$ cat src/hw/mlpPkg.sv
package mlpPkg;

	localparam int NumFeatures = 15;
	localparam int NumHidden = 4;
	localparam int NumClasses = 3;
	localparam int ActWidth = 16;
	localparam int WeightWidth = 16;
	localparam int AccWidth = 32;
	localparam int FracBits = 13;
	localparam int NeuronLatency = 3;
	localparam int SlotWidth = $clog2(NumFeatures);
	localparam int ClassIndexWidth = $clog2(NumClasses);

	typedef struct packed {
		logic frameStart;
		logic [ActWidth-1:0] value;
	} featureWord;

	typedef logic [NumFeatures-1:0][ActWidth-1:0] hiddenInVec;
	typedef logic [NumHidden-1:0][ActWidth-1:0] hiddenOutVec;
	typedef logic [NumClasses-1:0][ActWidth-1:0] classVec;

	// Output layer rows only use the low NumHidden entries
	typedef logic [NumFeatures-1:0][WeightWidth-1:0] weightRow;

	typedef struct packed {
		logic [ClassIndexWidth-1:0] classIndex;
		logic [ActWidth-1:0] score;
	} classResult;

	// Each row lists weight 14 first and weight 0 last
	localparam weightRow [NumHidden-1:0] HiddenWeights = '{
		0: '{-16'sd742, 16'sd1893, 16'sd509, -16'sd2214, 16'sd3107,
			16'sd688, -16'sd1540, 16'sd2481, -16'sd96, 16'sd1762,
			-16'sd3318, 16'sd415, 16'sd2950, -16'sd873, 16'sd1204},
		1: '{16'sd1120, 16'sd604, -16'sd1983, 16'sd2719, -16'sd842,
			16'sd1356, 16'sd178, -16'sd3094, 16'sd2245, -16'sd1677,
			16'sd922, 16'sd3871, -16'sd305, 16'sd1418, -16'sd2630},
		2: '{16'sd957, -16'sd3410, 16'sd2186, -16'sd705, 16'sd468,
			-16'sd1129, 16'sd3342, 16'sd1650, -16'sd2877, 16'sd331,
			16'sd2604, -16'sd518, -16'sd1466, 16'sd2088, 16'sd745},
		3: '{-16'sd2201, 16'sd1047, -16'sd618, 16'sd390, 16'sd1575,
			16'sd2934, -16'sd2569, -16'sd1347, 16'sd812, 16'sd3180,
			-16'sd1021, 16'sd2456, 16'sd1733, -16'sd264, -16'sd1892}
	};

	// All hidden biases stay below one Q13 unit, so a zero frame gives zero activations
	localparam logic [NumHidden-1:0][AccWidth-1:0] HiddenBias = '{
		0: 32'sd2310,
		1: -32'sd1544,
		2: 32'sd3875,
		3: -32'sd812
	};

	localparam weightRow [NumClasses-1:0] OutWeights = '{
		0: '{0: 16'sd5120, 1: -16'sd2816, 2: 16'sd3391, 3: 16'sd1742, default: '0},
		1: '{0: -16'sd1963, 1: 16'sd4470, 2: 16'sd2208, 3: -16'sd3125, default: '0},
		2: '{0: 16'sd2780, 1: 16'sd1335, 2: -16'sd4412, 3: 16'sd3906, default: '0}
	};

	localparam logic [NumClasses-1:0][AccWidth-1:0] OutBias = '{
		0: -32'sd1200,
		1: 32'sd2650,
		2: -32'sd3400
	};

endpackage
$ cat src/hw/mlpInfer.sv
`timescale 1ns/1ps

module mlpInfer (
	input logic clk,
	input logic reset,
	input logic featureStrobe,
	input mlpPkg::featureWord feature,
	output logic resultStrobe,
	output mlpPkg::classResult result
);

	import mlpPkg::*;

	logic vectorStrobe;
	hiddenInVec features;
	logic hiddenStrobe;
	hiddenOutVec hidden;
	logic scoreStrobe;
	classVec scores;

	featureAssembler assembler (
		.clk(clk),
		.reset(reset),
		.featureStrobe(featureStrobe),
		.feature(feature),
		.vectorStrobe(vectorStrobe),
		.features(features)
	);

	denseLayer #(
		.NumInputs(NumFeatures),
		.NumOutputs(NumHidden),
		.Weights(HiddenWeights),
		.Bias(HiddenBias)
	) hiddenLayer (
		.clk(clk),
		.reset(reset),
		.inStrobe(vectorStrobe),
		.inputs(features),
		.outStrobe(hiddenStrobe),
		.outputs(hidden)
	);

	denseLayer #(
		.NumInputs(NumHidden),
		.NumOutputs(NumClasses),
		.Weights(OutWeights),
		.Bias(OutBias)
	) outputLayer (
		.clk(clk),
		.reset(reset),
		.inStrobe(hiddenStrobe),
		.inputs(hidden),
		.outStrobe(scoreStrobe),
		.outputs(scores)
	);

	classSelect selector (
		.clk(clk),
		.reset(reset),
		.scoreStrobe(scoreStrobe),
		.scores(scores),
		.resultStrobe(resultStrobe),
		.result(result)
	);

endmodule

$ cat src/hw/classSelect.sv
`timescale 1ns/1ps

module classSelect (
	input logic clk,
	input logic reset,
	input logic scoreStrobe,
	input mlpPkg::classVec scores,
	output logic resultStrobe,
	output mlpPkg::classResult result
);

	import mlpPkg::*;

	logic [ClassIndexWidth-1:0] bestIndex;
	logic [ActWidth-1:0] bestScore;

	// Strict compare keeps the lowest index on a tie
	always_comb
	begin
		bestIndex = '0;
		bestScore = scores[0];
		for (int c = 1; c < NumClasses; c++)
		begin
			if (scores[c] > bestScore)
			begin
				bestIndex = ClassIndexWidth'(c);
				bestScore = scores[c];
			end
		end
	end

	always_ff @(posedge clk)
	begin
		if (reset)
		begin
			resultStrobe <= 1'b0;
			result <= '0;
		end
		else
		begin
			resultStrobe <= scoreStrobe;
			if (scoreStrobe)
			begin
				result.classIndex <= bestIndex;
				result.score <= bestScore;
			end
		end
	end

	classIndexInRange: assert property (
		@(posedge clk) disable iff (reset)
		resultStrobe |-> result.classIndex < NumClasses
	);

endmodule

$ cat src/hw/denseLayer.sv
`timescale 1ns/1ps

module denseLayer #(
	parameter int NumInputs = 15,
	parameter int NumOutputs = 4,
	parameter mlpPkg::weightRow [NumOutputs-1:0] Weights = '0,
	parameter logic [NumOutputs-1:0][mlpPkg::AccWidth-1:0] Bias = '0
) (
	input logic clk,
	input logic reset,
	input logic inStrobe,
	input logic [NumInputs-1:0][mlpPkg::ActWidth-1:0] inputs,
	output logic outStrobe,
	output logic [NumOutputs-1:0][mlpPkg::ActWidth-1:0] outputs
);

	import mlpPkg::*;

	// One bit per neuron stage, so several vectors may be in flight at once
	logic [NeuronLatency-1:0] validPipe;

	always_ff @(posedge clk)
	begin
		if (reset)
		begin
			validPipe <= '0;
		end
		else
		begin
			validPipe <= {validPipe[NeuronLatency-2:0], inStrobe};
		end
	end

	assign outStrobe = validPipe[NeuronLatency-1];

	for (genvar n = 0; n < NumOutputs; n++)
	begin : neurons
		neuronUnit #(
			.NumInputs(NumInputs),
			.Weights(Weights[n]),
			.Bias(Bias[n])
		) neuron (
			.clk(clk),
			.reset(reset),
			.inputs(inputs),
			.activation(outputs[n])
		);
	end

endmodule

$ cat src/hw/neuronUnit.sv
`timescale 1ns/1ps

module neuronUnit #(
	parameter int NumInputs = 15,
	parameter mlpPkg::weightRow Weights = '0,
	parameter logic [mlpPkg::AccWidth-1:0] Bias = '0
) (
	input logic clk,
	input logic reset,
	input logic [NumInputs-1:0][mlpPkg::ActWidth-1:0] inputs,
	output logic [mlpPkg::ActWidth-1:0] activation
);

	import mlpPkg::*;

	logic [NumInputs-1:0][ActWidth-1:0] inputReg;
	logic [AccWidth-1:0] sumNext;
	logic [AccWidth-1:0] sumReg;

	// Inputs are unsigned and weights signed, the sum wraps modulo 2**AccWidth
	always_comb
	begin
		sumNext = Bias;
		for (int i = 0; i < NumInputs; i++)
		begin
			sumNext = sumNext
				+ AccWidth'(inputReg[i]) * AccWidth'($signed(Weights[i]));
		end
	end

	always_ff @(posedge clk)
	begin
		if (reset)
		begin
			inputReg <= '0;
		end
		else
		begin
			inputReg <= inputs;
		end
	end

	always_ff @(posedge clk)
	begin
		if (reset)
		begin
			sumReg <= '0;
		end
		else
		begin
			sumReg <= sumNext;
		end
	end

	// ReLU followed by the Q13 slice, high bits above the slice are simply dropped
	always_ff @(posedge clk)
	begin
		if (reset)
		begin
			activation <= '0;
		end
		else if (sumReg[AccWidth-1])
		begin
			activation <= '0;
		end
		else
		begin
			activation <= sumReg[FracBits+ActWidth-1:FracBits];
		end
	end

	negativeSumClamped: assert property (
		@(posedge clk) disable iff (reset) sumReg[AccWidth-1] |=> activation == '0
	);

endmodule

$ cat src/hw/featureAssembler.sv
`timescale 1ns/1ps

module featureAssembler (
	input logic clk,
	input logic reset,
	input logic featureStrobe,
	input mlpPkg::featureWord feature,
	output logic vectorStrobe,
	output mlpPkg::hiddenInVec features
);

	import mlpPkg::*;

	// Slot that the next word without frameStart will fill
	logic [SlotWidth-1:0] slot;
	logic frameOpen;

	always_ff @(posedge clk)
	begin
		if (reset)
		begin
			slot <= '0;
			frameOpen <= 1'b0;
			vectorStrobe <= 1'b0;
			features <= '0;
		end
		else
		begin
			vectorStrobe <= 1'b0;
			if (featureStrobe)
			begin
				if (feature.frameStart)
				begin
					// A new frame always restarts at slot 0 and drops any partial one
					features[0] <= feature.value;
					slot <= SlotWidth'(1);
					frameOpen <= 1'b1;
				end
				else if (frameOpen)
				begin
					features[slot] <= feature.value;
					if (slot == SlotWidth'(NumFeatures - 1))
					begin
						slot <= '0;
						frameOpen <= 1'b0;
						vectorStrobe <= 1'b1;
					end
					else
					begin
						slot <= slot + 1'b1;
					end
				end
			end
		end
	end

	// A full frame needs fifteen words, so two vectors can never be adjacent
	vectorStrobeIsolated: assert property (
		@(posedge clk) disable iff (reset) vectorStrobe |=> !vectorStrobe
	);

endmodule

$ cat config.mk
export PLATFORM = sky130hd
export DESIGN_NAME = mlpInfer
export DESIGN_NICKNAME = d
export VERILOG_FILES = /design/src/hw/mlpPkg.sv /design/src/hw/mlpInfer.sv /design/src/hw/classSelect.sv /design/src/hw/denseLayer.sv /design/src/hw/neuronUnit.sv /design/src/hw/featureAssembler.sv
export SDC_FILE = /design/constraint.sdc
export NUM_CORES = 1
export LEC_CHECK = 0
export BUFFER_PORTS_ARGS = -buffer_cell sky130_fd_sc_hd__buf_2
export CORE_MARGIN = 2
export CORE_UTILIZATION = 41
export DETAILED_ROUTE_END_ITERATION = 10
export GPL_TIMING_DRIVEN = 0
export HOLD_SLACK_MARGIN = 0.12
export PLACE_DENSITY = 0.76
export SLEW_MARGIN = 15
export SYNTH_ARGS = -nofsm -noshare
export SYNTH_HDL_FRONTEND = slang
export SYNTH_SLANG_ARGS = --single-unit
$ cat constraint.sdc
create_clock -name clk -period 1.6 [get_ports clk]
set_input_delay 0.24 -clock clk [delete_from_list [all_inputs] [get_ports clk]]
set_output_delay 0.24 -clock clk [all_outputs]
set_load 0.01 [all_outputs]
# Word level (Yosys, flattened, before mapping)
# Cells that the tools add are included.
# word_totals
ff_bits	175
out_inout_bits	19
wordCells	40
input_bits	20
# op_classes
n_eq_ne	1
n_lt_le_gt_ge	2
reduce_logical	6
n_addsub	1
n_mux	14
bitwise_logic	2
# ops
op	count
32-bit two-way mux	2
16-bit greater-than comparator	2
16-bit two-way mux	2
12-bit two-way mux	1
4-bit two-way mux	3
2-bit OR reduction	3
1-bit two-way mux	5
4-bit by 1-bit adder with 4-bit output, second input constant	1
4-bit equality test, second input constant	1
4-bit OR reduction	1
2-bit two-way mux	1
1-bit NOT	2
2-bit AND reduction	1
2-bit nonzero test	1

# Logic depth before layout (Yosys ltp)
# logic_depth
depth_word	4
mapped_depth	5
depth_no_buf	5

# By module
# A second synthesis with hierarchy kept.
# hier_totals
hier_cells	27928
hier_area_um2	282078.0
# modules_own_cells
module	instances	cells_each	area_per_inst_um2
neuronUnit at hiddenLayer.neurons[0].neuron	1	6802	68539.5
neuronUnit at hiddenLayer.neurons[3].neuron	1	6749	68373.1
neuronUnit at hiddenLayer.neurons[1].neuron	1	6595	66573.8
neuronUnit at hiddenLayer.neurons[2].neuron	1	6567	66023.3
featureAssembler	1	945	10084.7
classSelect	1	207	1929.4
neuronUnit at outputLayer.neurons[0].neuron ...	2	17	136.4
denseLayer	2	6	78.8
neuronUnit at outputLayer.neurons[1].neuron	1	17	123.9

# Worst setup path before layout
# Ideal clock, no wire load.
# synth_timing
path_kind	register -> register
from	register assembler.frameOpen
to	register assembler.slot[2]
stages_incl_launch_ff	4
required_ns	1.530
setup_time_ns	0.070
n_path_buf	0
path_slack_ns	0.469
arrival_ns	1.061
path_cell_list	dfxtp_1 > o21ai_2 > or4b_1 > a21oi_1
# synth_between
elab_chain_len	2
# synth_rtl
item	line_no	source
start: declaration	featureAssembler.sv:16	logic frameOpen;
start signal: assignment	featureAssembler.sv:23	frameOpen <= 1'b0;
start signal: assignment	featureAssembler.sv:37	frameOpen <= 1'b1;
start signal: assignment	featureAssembler.sv:45	frameOpen <= 1'b0;
2-bit nonzero test (no source line)	--	
2-bit AND reduction (no source line)	--	
end signal: assignment	featureAssembler.sv:36	slot <= SlotWidth'(1);
end signal: assignment	featureAssembler.sv:50	slot <= slot + 1'b1;
end: declaration	featureAssembler.sv:15	logic [SlotWidth-1:0] slot;
# No other way between the ends.
# A chain may end at the register's enable or synchronous reset.

==> key figures <==
Run status
  • Status: complete, no violations

Power and ir drop
  • Switch Pwr: 0.144 mW
  • Switching Share: 0.229
  • Worst VDD drop: 0.612 mV
  • Internal power: 0.485 mW
  • Clock power share: 0.334
  • Overall power: 0.628 mW
  • Sequential share of power: 0.611
  • Power Density: roughly 770 mW/mm²
  • Comb pwr share: 0.055
  • Leakage power: 0.430 nW

Placed design
  • Post-DP HPWL: a little under 800 µm
  • Buffers added on ports: 20
  • Placed Area: 791 µm²
  • RePlAce Congestion: 0.725

Routing
  • Final WL: around 1100 µm
  • Detailed Routing Iterations Pass 1: 4
  • DRC Markers: 0
  • Vias per cell: 4.70
  • Vias: 526
  • First DRT Iteration DRCs: 11
  • ANT nets after route: 0
  • Wire length per cell: 9.46 µm

Timing
  • Setup violators final: 0
  • Total negative setup slack: 0 ps
  • Tcrit/Tclk final: 0.910
  • Slew Limit Fails: 0
  • Hold Vio Cnt, Final: 0
  • RSZ-0062 raised after global routing: no
  • Minimum clock period: 1460 ps
  • Max Clock Skew: 1.07 ps
  • Fmax: 0.687 GHz

Yosys
  • Area leader, netlist: dfxtp_1
  • Main synth FF type: dfxtp_1
  • Fraction of registers with async set/reset: 0
  • Yosys reg bits: 15
  • Synthesized area: 663 µm²
  • Post-synth cell types: 22
  • Register area share after synthesis: 0.453
  • Post-synth EDFFs: 0
  • Top cell type's share of synthesized area: 0.453
  • Top post-synthesis cells by area: dfxtp_1 (45%), buf_4 (19%), nor2b_1 (6.6%)
  • Ys Warns: 0
  • Post-Syn Instances: 70
  • Syn avg cell area: 9.47 µm²

Worst hold path
  • Min-Delay Path Class: primary input to flop
  • Hold depth: 2

GRT
  • Global route overflow: 0
  • Largest net degree at the start of global routing: 18
  • Initial antenna violation count: 0
  • Vias in the first global route: 410
  • All-layer global routing usage: 0.107
  • Global-route wire length before repair: 1510 µm

Setup path
  • Critical Path Fanout Max: 17
  • Slowest cell on crit path: dfxtp_1
  • Largest stage delay, worst path: 630 ps
  • CP Data Arrival Time: 1220 ps
  • Top delay family on crit path: flip-flops
  • Crit. End Element: primary output
  • Critical Path Stages: 2
  • Worst setup path class: flop to primary output
  • Critical Path RT: 1360 ps
  • CP startpoint kind: flop
  • Worst Path Buf+Inv: 2
  • Reg2reg path depth: 5
  • Worst-path cell chain: buf_4, buf_2

Cells and area
  • Final Instance Area: 818 µm²
  • Ratio of cells with drive above 1 in the final layout: 0.448
  • Diode count: 0
  • Layout fillers: 144
  • Commonest non-fill, non-tap cell in the layout: buf_2
  • Sequential Area: 300 µm²
  • Area taken by multi-input logic gates: 228 µm²
  • Total Nets Final: approximately 120
  • Synthesis-to-finish area growth: 23.4%
  • Commonest cells after routing, fill and taps aside: buf_2 (20), buf_4 (17), dfxtp_1 (15)

Floorplan
  • Die width: 44.2 µm
  • # rows: 14
  • Initial cell density of the core: 0.440
  • Core Area: 0.00151 mm²
  • I/O pins: 39
  • Die area: 0.00195 mm²
  • Die height: 44.2 µm

Clock network
  • Hold buffers post-CTS: 0
  • Post-CTS Setup Bufs: 0
  • H-tree depth reported by CTS: 1
  • Clk_lat worst skew: 280 ps
  • Clock Tree Root: clkbuf_4
  • Clock sink count: 15
  • CTS max path bufs: 2
  • Resize count post-CTS: 0
  • Clock slew at reported path FFs: ~90 ps
  • CTS Buf Count: 3
  • TritonCTS clock tree: yes

Job
  • Max Cap Viol: 0
[layer usage]
metal / up-vias / share of wire / routed length, µm / track usage
met3: 0 / 0.091 / 96 / 0.0612
met2: 26 / 0.48 / 507 / 0.185
met5: - / 0 / 0 / 0
met1: 231 / 0.43 / 455 / 0.109
li1: 269 / - / - / -
met4: 0 / 0 / 0 / 0.0303
[per-stage QoR]
stage,utilization,setup slack [ps],cells,hold slack (ps)
floorplan,-,469,72,312
global placement,0.525,427,108,421
detailed placement,0.525,349,108,428
CTS,0.543,115,112,176
global route,0.543,25.8,112,180
finish,0.543,144,112,184
[worst reg2reg max path, delay by kind of cell, from the launching register on]
family | cells | cell delay, ps
AO/OA/AOI/OAI | 3 | 530
buffers and inverters | 1 | 80
flip-flops | 1 | 400
adder cells (fa/ha/maj) | 1 | 210
[cell families (layout without fill, tap and decap cells)]
kind of cell             after synthesis  after routing  share of synthesized area
AND/OR/NAND/NOR                       21             21                      0.185
buffers and inverters                 21             45                      0.215
flip-flops                            15             15                      0.453
AO/OA/AOI/OAI                          9              9                     0.0887
adder cells (fa/ha/maj)                2              2                     0.0377
other                                  1              3                    0.00565
multiplexers                           1              1                     0.0151
[layout make-up]
type	count	area share
Multi-Input combinational cell	36	0.278
Buffer	18	0.161
Clock inverter	1	0.00612
Timing Repair Buffer	20	0.122
Sequential cell	15	0.367
Tap cell	16	0.0245
Clock buffer	3	0.0275
Inverter	3	0.0138
[cell usage after synthesis (2+ instances only)]
cell,count
a21oi_1,2
a31oi_1,2
buf_4,17
dfxtp_1,15
ha_1,2
inv_1,3
nand2_1,4
nand3_1,2
nand4_1,2
nor2_1,2
nor2b_1,7
o21ai_0,2
[registers in the layout, summed over array words and instances, names as in the netlist]
signal and flops:
outputLayer.validPipe 3, assembler.slot 4, assembler.frameOpen 1, selector.resultStrobe 1
outputLayer.neurons.neuron.activation 1, selector.result 1, hiddenLayer.validPipe 3, assembler.vectorStrobe 1
[path summary, 6_finish.rpt]
| path | slack, ps | from | end |
|---|---|---|---|
| worst max register to register | 320 | assembler.slot[0] | assembler.slot[2] |
| worst max-delay path | 140 | selector.result[14] | result[5] |
| worst min-delay path | 180 | reset | hiddenLayer.validPipe[0] |
| worst min register to register | 440 | outputLayer.validPipe[0] | outputLayer.validPipe[1] |
[power by group through the flow]
stage	Clock [mW]	Sequential (mW)	Combinational (mW)
2_1_floorplan	0	0.391	0.0219
3_3_place_gp	0	0.392	0.0332
3_5_place_dp	0	0.393	0.0345
4_1_cts	0.222	0.384	0.0348
5_1_grt	0.234	0.385	0.0383
6_report	0.210	0.384	0.0346
No activity file was read; power rests on OpenSTA's default activity.
